==> config.mk <==
export PLATFORM = sky130hd
export DESIGN_NAME = ppu_bg_top
export DESIGN_NICKNAME = d
export VERILOG_FILES = /design/src/common/ppu_types_pkg.sv /design/src/common/ppu_timing_pkg.sv /design/src/source/dot_timer.sv /design/src/fetcher/tile_addr_gen.sv /design/src/fetcher/bg_fetcher.sv /design/src/source/bg_pixel_buffer.sv /design/src/source/ppu_bg_top.sv
export SDC_FILE = /design/constraint.sdc
export NUM_CORES = 1
export LEC_CHECK = 0
export BUFFER_PORTS_ARGS = -buffer_cell sky130_fd_sc_hd__buf_2
export CORE_MARGIN = 1.5
export CORE_UTILIZATION = 40
export DETAILED_ROUTE_END_ITERATION = 12
export SLEW_MARGIN = 10
export SYNTH_ARGS = -nofsm -noshare
export SYNTH_HDL_FRONTEND = slang
export SYNTH_SLANG_ARGS = --single-unit
==> constraint.sdc <==
create_clock -name clk -period 2.9 [get_ports clk]
set_input_delay 0 -clock clk [delete_from_list [all_inputs] [get_ports clk]]
set_output_delay 0 -clock clk [all_outputs]
set_load 0.05 [all_outputs]
==> src/common/ppu_types_pkg.sv <==
package ppu_types_pkg;

  // Register file seen by the background path
  // LY and the scroll registers are expected to hold still for a whole line
  typedef struct packed {
    logic [7:0] lcdc;
    logic [7:0] scy;
    logic [7:0] scx;
    logic [7:0] ly;
  } ppu_regs_t;

  // PPU mode as reported on the STAT mode field
  // Mode 1 (vblank) is never produced by a single scanline renderer
  typedef enum logic [1:0] {
    mode_hblank = 2'd0,
    mode_oam    = 2'd2,
    mode_draw   = 2'd3
  } ppu_mode_t;

  // One output pixel with its screen column
  // Color is the raw 2-bit shade index before any palette lookup
  typedef struct packed {
    logic [1:0] color;
    logic [7:0] x;
  } pixel_t;

  // One row of a tile as two bitplanes
  // Bit 7 of each plane belongs to the leftmost pixel
  typedef struct packed {
    logic [7:0] low;
    logic [7:0] high;
  } tile_row_t;

  // Byte address inside the 8 KB video RAM
  typedef logic [12:0] vram_addr_t;

  // LCDC bit that picks the background tile map (0x1C00 when set)
  localparam int lcdc_bg_map_bit = 3;

  // LCDC bit that picks unsigned tile data at 0x0000 when set
  // When clear the tile index is signed and based at 0x1000
  localparam int lcdc_tile_data_bit = 4;

endpackage

==> src/common/ppu_timing_pkg.sv <==
package ppu_timing_pkg;

  // Length of the OAM search window at the start of every line
  localparam int oam_dots = 80;

  // Total dots in one scanline, mode 2 plus mode 3 plus mode 0
  localparam int line_dots = 456;

  // Visible pixels per line and pixels per tile row
  localparam int screen_width = 160;
  localparam int tile_width   = 8;

  // Tile map bases, each map is 32 by 32 one-byte entries
  localparam ppu_types_pkg::vram_addr_t map_base_low  = 13'h1800;
  localparam ppu_types_pkg::vram_addr_t map_base_high = 13'h1C00;

  // Tile data bases for the two addressing modes
  localparam ppu_types_pkg::vram_addr_t tile_base_unsigned = 13'h0000;
  localparam ppu_types_pkg::vram_addr_t tile_base_signed   = 13'h1000;

endpackage

==> src/source/dot_timer.sv <==
`timescale 1ns/100ps

module dot_timer (
  input  logic                     clk,
  input  logic                     reset,
  input  logic                     line_start,
  input  logic                     draw_done,
  output ppu_types_pkg::ppu_mode_t mode,
  output logic                     draw_start,
  output logic                     line_done
);

  // Dot position inside the current line, 0 to 455
  logic [8:0] dot;

  // High from the dot after line_start until line_done
  logic       active;

  // Set once the pixel buffer reports the last pixel of the line
  logic       draw_over;

  always_ff @(posedge clk or posedge reset) begin
    if (reset) begin
      dot       <= '0;
      active    <= 1'b0;
      draw_over <= 1'b0;
    end else if (line_start) begin
      // Dot 0 is the first cycle after the pulse
      dot       <= '0;
      active    <= 1'b1;
      draw_over <= 1'b0;
    end else if (active) begin
      // The counter parks on the last dot and the timer goes idle
      if (line_done) begin
        active <= 1'b0;
      end else begin
        dot <= dot + 9'd1;
      end
      if (draw_done) begin
        draw_over <= 1'b1;
      end
    end
  end

  // Mode decode from the counter and the draw flag
  // Mode 3 length depends on fetch latency, so its end comes from draw_over
  always_comb begin
    if (!active) begin
      mode = ppu_types_pkg::mode_hblank;
    end else if (dot < 9'(ppu_timing_pkg::oam_dots)) begin
      mode = ppu_types_pkg::mode_oam;
    end else if (draw_over) begin
      mode = ppu_types_pkg::mode_hblank;
    end else begin
      mode = ppu_types_pkg::mode_draw;
    end
  end

  // First dot of mode 3
  assign draw_start = active && (dot == 9'(ppu_timing_pkg::oam_dots));

  // Last dot of the line
  assign line_done = active && (dot == 9'(ppu_timing_pkg::line_dots - 1));

endmodule

==> src/fetcher/tile_addr_gen.sv <==
`timescale 1ns/100ps

module tile_addr_gen (
  input  ppu_types_pkg::ppu_regs_t  regs,
  input  logic [4:0]                tile_col,
  input  logic [7:0]                tile_index,
  input  logic                      row_sel_high,
  output ppu_types_pkg::vram_addr_t map_addr,
  output ppu_types_pkg::vram_addr_t row_addr
);

  // Background line being drawn, wraps at 256
  logic [7:0]                bg_y;

  // Map base picked by LCDC bit 3
  ppu_types_pkg::vram_addr_t map_base;

  // Tile data base picked by LCDC bit 4
  ppu_types_pkg::vram_addr_t tile_base;

  // Index times 16, sign extended in signed mode
  ppu_types_pkg::vram_addr_t tile_offset;

  // Fine row times 2, plus one for the high bitplane
  ppu_types_pkg::vram_addr_t row_offset;

  logic                      unsigned_mode;

  assign bg_y          = regs.scy + regs.ly;
  assign unsigned_mode = regs.lcdc[ppu_types_pkg::lcdc_tile_data_bit];

  assign map_base = regs.lcdc[ppu_types_pkg::lcdc_bg_map_bit] ?
                    ppu_timing_pkg::map_base_high : ppu_timing_pkg::map_base_low;

  // Coarse row times 32 plus the column is a 10-bit map offset
  assign map_addr = map_base + {3'b000, bg_y[7:3], tile_col};

  assign tile_base = unsigned_mode ?
                     ppu_timing_pkg::tile_base_unsigned : ppu_timing_pkg::tile_base_signed;

  // In signed mode index 0x80 reaches back to 0x0800, the shared block
  assign tile_offset = unsigned_mode ? {1'b0, tile_index, 4'b0000} :
                                       {tile_index[7], tile_index, 4'b0000};

  assign row_offset = {9'd0, bg_y[2:0], row_sel_high};

  // Sum wraps at 8 KB, which keeps signed mode inside VRAM
  assign row_addr = tile_base + tile_offset + row_offset;

endmodule

==> src/fetcher/bg_fetcher.sv <==
`timescale 1ns/100ps

module bg_fetcher (
  input  logic                      clk,
  input  logic                      reset,
  input  logic                      line_start,
  input  logic                      draw_start,
  input  ppu_types_pkg::ppu_mode_t  mode,
  input  ppu_types_pkg::ppu_regs_t  regs,
  input  ppu_types_pkg::vram_addr_t map_addr,
  input  ppu_types_pkg::vram_addr_t row_addr,
  output logic [4:0]                tile_col,
  output logic [7:0]                tile_index,
  output logic                      row_sel_high,
  output logic                      vram_req,
  output ppu_types_pkg::vram_addr_t vram_addr,
  input  logic                      vram_ack,
  input  logic [7:0]                vram_rdata,
  output ppu_types_pkg::tile_row_t  row,
  output logic                      row_push,
  input  logic                      row_empty
);

  typedef enum logic [1:0] {
    get_tile,
    get_low,
    get_high,
    push
  } fetch_state_t;

  // Request phase waits for ack high, release phase waits for ack low
  typedef enum logic {
    phase_request,
    phase_release
  } phase_t;

  fetch_state_t              state;
  phase_t                    phase;

  // New reads only start while drawing
  logic                      fetch_enable;

  // Ack seen on an open request, data is valid this cycle
  logic                      read_accept;

  // Address for the read that the current state wants
  ppu_types_pkg::vram_addr_t fetch_addr;

  function automatic fetch_state_t next_fetch_state(input fetch_state_t cur);
    case (cur)
      get_tile: next_fetch_state = get_low;
      get_low:  next_fetch_state = get_high;
      default:  next_fetch_state = push;
    endcase
  endfunction

  assign fetch_enable = (mode == ppu_types_pkg::mode_draw);
  assign read_accept  = vram_req && vram_ack;
  assign row_sel_high = (state == get_high);
  assign fetch_addr   = (state == get_tile) ? map_addr : row_addr;

  always_ff @(posedge clk or posedge reset) begin
    if (reset) begin
      state     <= get_tile;
      phase     <= phase_request;
      tile_col  <= '0;
      vram_req  <= 1'b0;
      vram_addr <= '0;
      row_push  <= 1'b0;
    end else if (line_start) begin
      state    <= get_tile;
      phase    <= phase_request;
      tile_col <= '0;
      vram_req <= 1'b0;
      row_push <= 1'b0;
    end else if (draw_start) begin
      // The first tile is the one holding background x = SCX
      // No read starts here since the map address still has the old column
      tile_col <= regs.scx[7:3];
      row_push <= 1'b0;
    end else begin
      row_push <= 1'b0;
      if (state == push) begin
        // Wait here until the buffer has drained its current row
        if (fetch_enable && row_empty) begin
          row_push <= 1'b1;
          tile_col <= tile_col + 5'd1;
          state    <= get_tile;
        end
      end else if (phase == phase_request) begin
        if (read_accept) begin
          vram_req <= 1'b0;
          phase    <= phase_release;
        end else if (!vram_req && !vram_ack && fetch_enable) begin
          // Address is captured once and held for the whole request
          vram_req  <= 1'b1;
          vram_addr <= fetch_addr;
        end
      end else if (!vram_ack) begin
        // Handshake closed, this also runs after mode 3 so no read is left open
        phase <= phase_request;
        state <= next_fetch_state(state);
      end
    end
  end

  // Read data lands in the register for the current state
  always_ff @(posedge clk) begin
    if (read_accept) begin
      case (state)
        get_tile: tile_index <= vram_rdata;
        get_low:  row.low    <= vram_rdata;
        get_high: row.high   <= vram_rdata;
        default:  ;
      endcase
    end
  end

endmodule

==> src/source/bg_pixel_buffer.sv <==
`timescale 1ns/100ps

module bg_pixel_buffer (
  input  logic                     clk,
  input  logic                     reset,
  input  logic                     line_start,
  input  logic                     draw_start,
  input  ppu_types_pkg::ppu_mode_t mode,
  input  ppu_types_pkg::ppu_regs_t regs,
  input  ppu_types_pkg::tile_row_t row,
  input  logic                     row_push,
  output logic                     row_empty,
  output ppu_types_pkg::pixel_t    pixel,
  output logic                     pixel_valid,
  output logic                     draw_done
);

  // Bitplane shift registers, leftmost pixel sits in bit 7
  logic [7:0] shift_low;
  logic [7:0] shift_high;

  // Pixels still held from the current row, 0 to 8
  logic [3:0] pixels_left;

  // Fine-scroll pixels still to drop at the start of the line
  logic [2:0] discard;

  // Screen column of the next visible pixel
  logic [7:0] x_count;

  // High from draw_start until the last pixel has gone out
  logic       emitting;

  logic       load;
  logic       shift_en;
  logic       last_pixel;

  assign row_empty  = (pixels_left == 4'd0);
  assign load       = row_push && row_empty;
  assign shift_en   = emitting && !row_empty && (mode == ppu_types_pkg::mode_draw);
  assign last_pixel = (x_count == 8'(ppu_timing_pkg::screen_width - 1));

  always_ff @(posedge clk or posedge reset) begin
    if (reset) begin
      pixels_left <= '0;
      discard     <= '0;
      x_count     <= '0;
      emitting    <= 1'b0;
      pixel_valid <= 1'b0;
      draw_done   <= 1'b0;
    end else if (line_start) begin
      pixels_left <= '0;
      discard     <= '0;
      x_count     <= '0;
      emitting    <= 1'b0;
      pixel_valid <= 1'b0;
      draw_done   <= 1'b0;
    end else begin
      pixel_valid <= 1'b0;
      draw_done   <= 1'b0;
      if (draw_start) begin
        discard  <= regs.scx[2:0];
        x_count  <= '0;
        emitting <= 1'b1;
      end
      if (load) begin
        pixels_left <= 4'(ppu_timing_pkg::tile_width);
      end else if (shift_en) begin
        pixels_left <= pixels_left - 4'd1;
        if (discard != 3'd0) begin
          // Dropped pixel shifts out silently
          discard <= discard - 3'd1;
        end else begin
          pixel_valid <= 1'b1;
          x_count     <= x_count + 8'd1;
          // The 160th pixel ends mode 3, leftover bits are never shown
          if (last_pixel) begin
            draw_done <= 1'b1;
            emitting  <= 1'b0;
          end
        end
      end
    end
  end

  always_ff @(posedge clk) begin
    if (load) begin
      shift_low  <= row.low;
      shift_high <= row.high;
    end else if (shift_en) begin
      shift_low  <= {shift_low[6:0], 1'b0};
      shift_high <= {shift_high[6:0], 1'b0};
    end
    // Output word follows the shifter, pixel_valid tells which ones count
    if (shift_en) begin
      pixel.color <= {shift_high[7], shift_low[7]};
      pixel.x     <= x_count;
    end
  end

endmodule

==> src/source/ppu_bg_top.sv <==
`timescale 1ns/100ps

module ppu_bg_top (
  input  logic                      clk,
  input  logic                      reset,
  input  logic                      line_start,
  input  ppu_types_pkg::ppu_regs_t  regs,
  input  logic [7:0]                vram_rdata,
  input  logic                      vram_ack,
  output logic                      vram_req,
  output ppu_types_pkg::vram_addr_t vram_addr,
  output ppu_types_pkg::ppu_mode_t  mode,
  output ppu_types_pkg::pixel_t     pixel,
  output logic                      pixel_valid,
  output logic                      line_done
);

  // Mode 3 start and end pulses between timer and buffer
  logic                      draw_start;
  logic                      draw_done;

  // Address generator inputs and results
  logic [4:0]                tile_col;
  logic [7:0]                tile_index;
  logic                      row_sel_high;
  ppu_types_pkg::vram_addr_t map_addr;
  ppu_types_pkg::vram_addr_t row_addr;

  // Row hand-off from fetcher to buffer
  ppu_types_pkg::tile_row_t  row;
  logic                      row_push;
  logic                      row_empty;

  dot_timer u_dot_timer (
    .clk        (clk),
    .reset      (reset),
    .line_start (line_start),
    .draw_done  (draw_done),
    .mode       (mode),
    .draw_start (draw_start),
    .line_done  (line_done)
  );

  bg_fetcher u_bg_fetcher (
    .clk          (clk),
    .reset        (reset),
    .line_start   (line_start),
    .draw_start   (draw_start),
    .mode         (mode),
    .regs         (regs),
    .map_addr     (map_addr),
    .row_addr     (row_addr),
    .tile_col     (tile_col),
    .tile_index   (tile_index),
    .row_sel_high (row_sel_high),
    .vram_req     (vram_req),
    .vram_addr    (vram_addr),
    .vram_ack     (vram_ack),
    .vram_rdata   (vram_rdata),
    .row          (row),
    .row_push     (row_push),
    .row_empty    (row_empty)
  );

  tile_addr_gen u_tile_addr_gen (
    .regs         (regs),
    .tile_col     (tile_col),
    .tile_index   (tile_index),
    .row_sel_high (row_sel_high),
    .map_addr     (map_addr),
    .row_addr     (row_addr)
  );

  bg_pixel_buffer u_bg_pixel_buffer (
    .clk         (clk),
    .reset       (reset),
    .line_start  (line_start),
    .draw_start  (draw_start),
    .mode        (mode),
    .regs        (regs),
    .row         (row),
    .row_push    (row_push),
    .row_empty   (row_empty),
    .pixel       (pixel),
    .pixel_valid (pixel_valid),
    .draw_done   (draw_done)
  );

endmodule

==> qor.txt, run 1 <==
Cell variety after synth - 43
Seq/Total Area, Yosys - 58.7%
Slew HR - 51.4%
Time the worst path needs with I/O delays and setup - 2.45 ns
Clk buf depth - 2
Clock insertion delay at the later pin of the skew report - 0.35 ns
Power per cell area - 508 mW/mm^2
Worst Clk Skew - 0.00644 ns
Post-synthesis xor/xnor area fraction - 3.49%
Number of I/O port buffers - 65
Synth Instances - 434
TritonCTS Buffers - 9
Largest net degree at the start of global routing - 37
Max IR drop VDD - 0.342 mV
H-tree depth - 3
Average wire per standard cell - 13.8 um
Clk root buf - clkbuf_16
First-pass GRT wire length - 15.9 mm
Total power - 2.91 mW
Number of diodes - 0
Post-synthesis compound-gate area fraction - 10.1%
Core area - 0.0115 mm^2
Area Growth Syn to Fin - 20.0%
Layout cells sized above 1 - 19.3%
Vias in the first global route - 3466
Final hold violations - 0
Initial antenna violation count - 0
DRT Wirelength - 9.23 mm
Nature of the critical path startpoint - flop
Worst Path Class, Setup - reg -> reg
Iteration-0 DRC Markers - 188
DRC Markers - 0
Initial core utilization - 41.4%
Crit share post-route - 84.4%
Final setup vio count - 0
Post_cts resized - 0
Post-route antenna net violation count - 0
Multi-input gate area - 0.00185 mm^2
Mux contribution to synthesized area - 2.83%
Avg Inst Size Synth - 11.0 um^2
WHS Path Cells - 3
All-Layer GR Usage - 15.9%
1st-pass router iterations - 6
Post-Synth Simple-Gate Area - 17.0%
GPL Wtd Cong - 0.805
Worst r2r path cells - 6
Fill cell count - 1051
Synthesized cell area - 0.00477 mm^2
Hold/Removal Path Class - in -> reg
Worst EP arrival - 2.49 ns
Max Fclk - 409 MHz
CTS tree - yes
Die X - 112 um
Die Area - 0.0126 mm^2
# Max-Cap Violations - 0
Synth Register Bits - 102
Max FO, Critical Path - 16
Overflow left after global routing - 0
Top-Level Pins - 72
Post-DP HPWL - 6.54 mm
Largest family of logic cells by synthesized area - simple AND/OR/NAND/NOR gates
Chip height - 112 um
Via Count - 3386
RSZ-0062 raised after global routing - false
Via density - 5.08
FF+latch area - 0.00280 mm^2
Pleak - 2.51 nW
TNS Setup - 0 ns
Reg clk slew, reported paths - 0.07 ns
CP endpoint kind - flop
Run status - finished clean
Area share of fa/ha/maj cells after synthesis - 5.40%
Syn nets - 498
Synth Warn # - 0
Worst-margin pin slew - 0.729 ns
Critical Path RT - 2.94 ns
Slew Limit Fails - 0
Row cnt - 39
Nets - 583
Num Clock Sinks - 102
==> synthesized netlist by cell type (all sizes together) <==
master	number	area [um^2]
nor2b	4	25.0
and4b	2	20.0
xnor2	8	70.1
mux2	4	45.0
ha	19	238
o211ai	4	30.0
dfrtp	52	1300
nor2	40	150
clkbuf	11	41.3
nor3b	2	20.0
edfxtp	50	1500
fa	1	20.0
and2	1	6.26
nand2	74	280
mux2i	9	90.1
inv	17	63.8
and3	10	62.6
nand3b	2	15.0
nand3	14	70.1
a31oi	3	18.8
o31a	1	8.76
nor4	2	12.5
nor3	8	40.0
a311oi	4	35.0
o21a	2	15.0
buf	3	15.0
a21oi	21	105
or3	2	12.5
xor2	11	96.3
or2	3	18.8
a211oi	14	118
nand4	4	25.0
a21o	3	22.5
and4	1	8.76
nand2b	5	31.3
o221a	2	22.5
o21ai	19	98.9
nand4bb	1	11.3
a22oi	1	7.51
==> worst max-delay path, cell delays in order, from the launching register on <==
cell,delay [ns]
dfrtp_1,0.38
inv_1,0.12
ha_1,0.19
nor3b_1,0.51
nand2_1,0.48
o21ai_1,0.20
buf_4,0.27
==> kinds of logic after synthesis <==
logic type / count (synthesis)
xor gates and xnor gates: 19
AOI/OAI and AO/OA: 74
DFF: 102
and+or+nand+nor: 175
adders and majority gates: 20
buffers and inverters: 31
muxes: 13
==> through the flow <==
step	cell area (um^2)	setup slack [ns]	hold WS, ns	utilization (%)	cells
2_1_floorplan	4770	0.326	0.0989	-	434
3_3_place_gp	5270	0.591	0.183	45.7	634
3_5_place_dp	5270	0.451	0.177	45.7	634
4_1_cts	5730	0.438	0.0440	49.7	667
5_1_grt	5730	0.160	0.0625	49.7	667
6_report	5730	0.453	0.0381	49.7	667
==> cell usage in the layout, fill, tap and decap left out, drive strengths merged, types with 3 or more instances in the layout <==
master       count
nand2           74
buf             71
dfrtp           52
edfxtp          50
nor2            40
a21oi           21
inv             20
ha              19
o21ai           19
dlygate4sd3     17
nand3           14
a211oi          14
xor2            11
and3            10
mux2i            9
clkbuf           9
nor3             8
xnor2            8
nand2b           5
nand4            4
nor2b            4
mux2             4
o211ai           4
a311oi           4
a21o             3
or2              3
a31oi            3
clkinv           3
==> routing by layer <==
| layer | vias to the layer above | wire (um) | global-route usage [%] |
|---|---|---|---|
| met2 | 37 | 4550 | 27.4 |
| met5 | - | 0 | 0 |
| met1 | 1630 | 4280 | 19.6 |
| met4 | 0 | 165 | 6.33 |
| met3 | 12 | 226 | 3.67 |
| li1 | 1707 | - | - |
==> path summary, 6_finish.rpt <==
kind | from | endpoint | slack [ns]
setup / recovery | u_bg_pixel_buffer.pixels_left[0]$_DFFE_PP0P_ | u_bg_pixel_buffer.shift_high[6]$_DFFE_PP_ | 0.45
hold / removal | regs[8] | u_bg_pixel_buffer.discard[0]$_DFF_PP0_ | 0.04
setup reg to reg | u_bg_pixel_buffer.pixels_left[0]$_DFFE_PP0P_ | u_bg_pixel_buffer.shift_high[6]$_DFFE_PP_ | 0.45
hold reg to reg | u_bg_pixel_buffer.shift_low[7]$_DFFE_PP_ | u_bg_pixel_buffer.pixel[8]$_DFFE_PN_ | 0.43
max in group asynchronous | reset | u_bg_fetcher.vram_addr[10]$_DFFE_PP0P_ | 1.85
min in group asynchronous | reset | u_dot_timer.dot[4]$_DFFE_PP0P_ | 0.32
==> power by group <==
| group | internal [mW] | total, mW | switching (mW) |
|---|---|---|---|
| sequential | 1.53 | 1.53 | 0.00870 |
| clock | 0.601 | 1.16 | 0.560 |
| combinational | 0.0845 | 0.213 | 0.128 |
| total | 2.21 | 2.91 | 0.697 |
==> area by class of cell <==
class / instances / area share, %
Multi-Input combinational cell: 301 / 32.3
Tap cell: 143 / 3.12
Clock buffer: 9 / 3.93
Clock inverter: 7 / 1.16
Inverter: 17 / 1.11
Timing Repair Buffer: 88 / 9.44
Sequential cell: 102 / 48.9
==> registers in the layout (all words and copies together), names as in the netlist <==
| register | count |
|---|---|
| u_bg_fetcher.row | 16 |
| u_bg_fetcher.vram_addr | 13 |
| u_bg_pixel_buffer.pixel | 10 |
| u_dot_timer.dot | 9 |
| u_bg_fetcher.tile_index | 8 |
| u_bg_pixel_buffer.shift_high | 8 |
| u_bg_pixel_buffer.shift_low | 8 |
| u_bg_pixel_buffer.x_count | 8 |
| u_bg_fetcher.tile_col | 5 |
| u_bg_pixel_buffer.pixels_left | 4 |
| u_bg_pixel_buffer.discard | 3 |
| u_bg_fetcher.state | 2 |
| u_bg_fetcher.phase | 1 |
| u_bg_fetcher.row_push | 1 |
| u_bg_fetcher.vram_req | 1 |
| u_bg_pixel_buffer.draw_done | 1 |
| u_bg_pixel_buffer.emitting | 1 |
| u_bg_pixel_buffer.pixel_valid | 1 |
| u_dot_timer.active | 1 |
| u_dot_timer.draw_over | 1 |
==> what timing repair did <==
| item | CTS | global route |
|---|---|---|
| hold endpoints to repair | 66 | 0 |
| hold buffers | 17 | 0 |
| buffers inserted | 0 | 0 |
Power figures use the tool's default switching activity.
==> run 2: changes to the inputs <==
--- a/config.mk
+++ b/config.mk
@@ -5,6 +5,7 @@
 export SDC_FILE = /design/constraint.sdc
 export NUM_CORES = 1
 export LEC_CHECK = 0
+export ABC_AREA = 1
 export BUFFER_PORTS_ARGS = -buffer_cell sky130_fd_sc_hd__buf_2
 export CORE_MARGIN = 1.5
 export CORE_UTILIZATION = 40
==> constraint.sdc (replaced) <==
create_clock -name clk -period 2.1 [get_ports clk]
set_input_delay 0 -clock clk [delete_from_list [all_inputs] [get_ports clk]]
set_output_delay 0 -clock clk [all_outputs]
set_load 0.05 [all_outputs]
==> qor.txt, run 2 <==
Clk buf depth - 2
Max FO, Critical Path - 21
Most frequent cell after synthesis - nand2_1
DRC Markers - 0
Reg clk slew, reported paths - 0.07 ns
Postcts setup bufs - 0
Max FFs per register - 16
Worst Path Class, Setup - reg -> reg
Top post-synthesis cells by area - edfxtp_1 (28%), dfrtp_1 (24%), nand2_1 (9.7%)
Fin util - 48.5%
Worst-margin pin slew - 0.632 ns
Max Fclk - 534 MHz
CP Buf/Inv Count - 3
Most frequent cells in the layout - nand2_1 (139), inv_1 (70), buf_2 (65)
Area Growth Syn to Fin - 18.8%
Power per cell area - 683 mW/mm^2
Final hold violations - 0
# Max-Cap Violations - 0
Syn nets - 648
R2R setup slack - 0.23 ns
Top cell type's share of synthesized area - 28.0%
Most common cell after layout, fill and taps aside - nand2_1
Avg Inst Size Synth - 9.18 um^2
TNS Setup - 0 ns
Number of I/O port buffers - 65
TritonCTS Buffers - 9
Average wire per standard cell - 13.5 um
Clk root buf - clkbuf_16
DRT Wirelength - 11.5 mm
Via density - 4.86
Post-synth top area cell - edfxtp_1
Overflow left after global routing - 0
Post_cts resized - 0
GPL Wtd Cong - 0.839
Top Registers - u_bg_fetcher.row: 16 flops, u_bg_fetcher.vram_addr: 13 flops, u_bg_pixel_buffer.pixel: 10 flops
Post-place instance area - 0.00593 mm^2
Fill cell count - 1249
Worst path slowest cell - dfrtp_1
Critical Path RT - 2.13 ns
Layout cells sized above 1 - 19.6%
Top reg by flops - u_bg_fetcher.row
Num Clock Sinks - 102
Internal Power - 3.27 mW
Design Area, Final - 0.00637 mm^2
Synth Warn # - 0
Final setup vio count - 0
Pre-CTS WS - 0.245 ns
Top-Level Pins - 72
First-pass GRT wire length - 19.7 mm
Core area - 0.0131 mm^2
Max IR drop VDD - 0.553 mV
Slew Limit Fails - 0
Synth top cells by count - nand2_1 (139), inv_1 (71), nor2_1 (64), dfrtp_1 (52), edfxtp_1 (50)
Inst Count DP - 823
Chip height - 119 um
Cell Count, Final, Fillers Out - 853
Initial core utilization - 40.8%
Worst EP arrival - 1.90 ns
CP endpoint kind - flop
Hold/Removal Path Class - in -> reg
Pleak - 2.97 nW
CTS tree - yes
Iteration-0 DRC Markers - 253
Slew HR - 57.8%
Post-DP HPWL - 8.28 mm
Die Area - 0.0141 mm^2
All-Layer GR Usage - 17.6%
Largest net degree at the start of global routing - 35
Time the worst path needs with I/O delays and setup - 1.87 ns
Crit share post-route - 89.1%
Largest delay share family, worst path - simple AND/OR/NAND/NOR gates
1st-pass router iterations - 4
Die X - 119 um
Logic pwr share - 11.4%
Cell variety after synth - 36
Seq/Total Area, Yosys - 52.3%
Sw Share - 24.9%
Synth async-reset ratio - 51.0%
EDFF count, synth - 50
Post-route antenna net violation count - 0
Nature of the critical path startpoint - flop
Initial antenna violation count - 0
Crit-path max cell delay - 0.40 ns
RSZ-0062 raised after global routing - false
Via Count - 4143
H-tree depth - 3
Run status - finished clean
Post-synth top flop - dfrtp_1
Vias in the first global route - 4117
Net Sw Power - 1.08 mW
Nets - 736
Number of diodes - 0
Row cnt - 42
Synth Register Bits - 102
Synth Instances - 584
Total power - 4.35 mW
Flop pwr share - 49.6%
Clock share of power - 39.0%
Hold WS - 0.0154 ns
Worst path cell trace - inv_1 -> ha_1 -> nand2_1 -> inv_1 -> nand2_2 -> nand2_1 -> buf_4
Synthesized cell area - 0.00536 mm^2
Worst Clk Skew - 0.0127 ns
Post-route setup slack - 0.228 ns
Clock insertion delay at the later pin of the skew report - 0.35 ns
run 2: logic make-up (layout without fill, tap and decap cells):
logic type / after synthesis / count (layout) / share of synthesized area [%]
buffers and inverters: 90 / 183 / 7.26
muxes: 18 / 18 / 3.69
AOI/OAI and AO/OA: 45 / 45 / 4.32
adders and majority gates: 20 / 20 / 4.81
DFF: 102 / 102 / 52.3
and+or+nand+nor: 295 / 295 / 25.4
xor gates and xnor gates: 14 / 14 / 2.29
run 2: final timing paths:
path / startpoint / endpoint / cells after the start
max reg2reg: u_bg_pixel_buffer.pixels_left[0]$_DFFE_PP0P_ / u_bg_pixel_buffer.shift_low[4]$_DFFE_PP_ / 7
min in group asynchronous: reset / u_bg_fetcher.vram_addr[0]$_DFFE_PP0P_ / 3
max in group asynchronous: reset / u_dot_timer.dot[6]$_DFFE_PP0P_ / 4
max: u_bg_pixel_buffer.pixels_left[0]$_DFFE_PP0P_ / u_bg_pixel_buffer.shift_low[4]$_DFFE_PP_ / 7
min reg2reg: u_bg_pixel_buffer.shift_low[7]$_DFFE_PP_ / u_bg_pixel_buffer.pixel[8]$_DFFE_PN_ / 0
min: regs[8] / u_bg_pixel_buffer.discard[0]$_DFF_PP0_ / 5
run 2: area by class of cell:
cell class | instances | area (um^2) | share of cell area, %
Multi-Input combinational cell | 392 | 2170 | 34.0
Clock inverter | 5 | 57.6 | 0.904
Timing Repair Buffer | 94 | 603 | 9.47
Tap cell | 176 | 220 | 3.46
Sequential cell | 102 | 2800 | 44.0
Inverter | 73 | 274 | 4.30
Clock buffer | 11 | 243 | 3.81
run 2: repair_timing:
| item | in CTS | in global routing |
|---|---|---|
| endpoints found under the hold margin | 55 | 0 |
| endpoints found under the setup margin | 0 | 0 |
| hold buffers | 14 | 0 |
run 2: power by group through the flow:
| stage | clock network (mW) | registers, mW | logic [mW] |
|---|---|---|---|
| after global routing | 1.81 | 2.16 | 0.558 |
| after CTS | 1.74 | 2.16 | 0.501 |
| after floorplan | 0 | 2.25 | 0.267 |
| after global placement | 0 | 2.20 | 0.469 |
| after detailed placement | 0 | 2.20 | 0.479 |
| final | 1.70 | 2.16 | 0.496 |
run 2: worst reg2reg max path, stage by stage (launching register included):
cell,delay (ns)
dfrtp_1,0.40
inv_1,0.11
ha_1,0.18
nand2_1,0.06
inv_1,0.09
nand2_2,0.28
nand2_1,0.17
buf_4,0.26
run 2: layer usage:
metal | GRT usage [%] | vias up | wire, um
li1 | - | 2082 | -
met1 | 22.7 | 1975 | 5210
met2 | 29.4 | 78 | 5780
met3 | 4.05 | 8 | 434
met4 | 5.95 | 0 | 111
met5 | 0 | - | 0
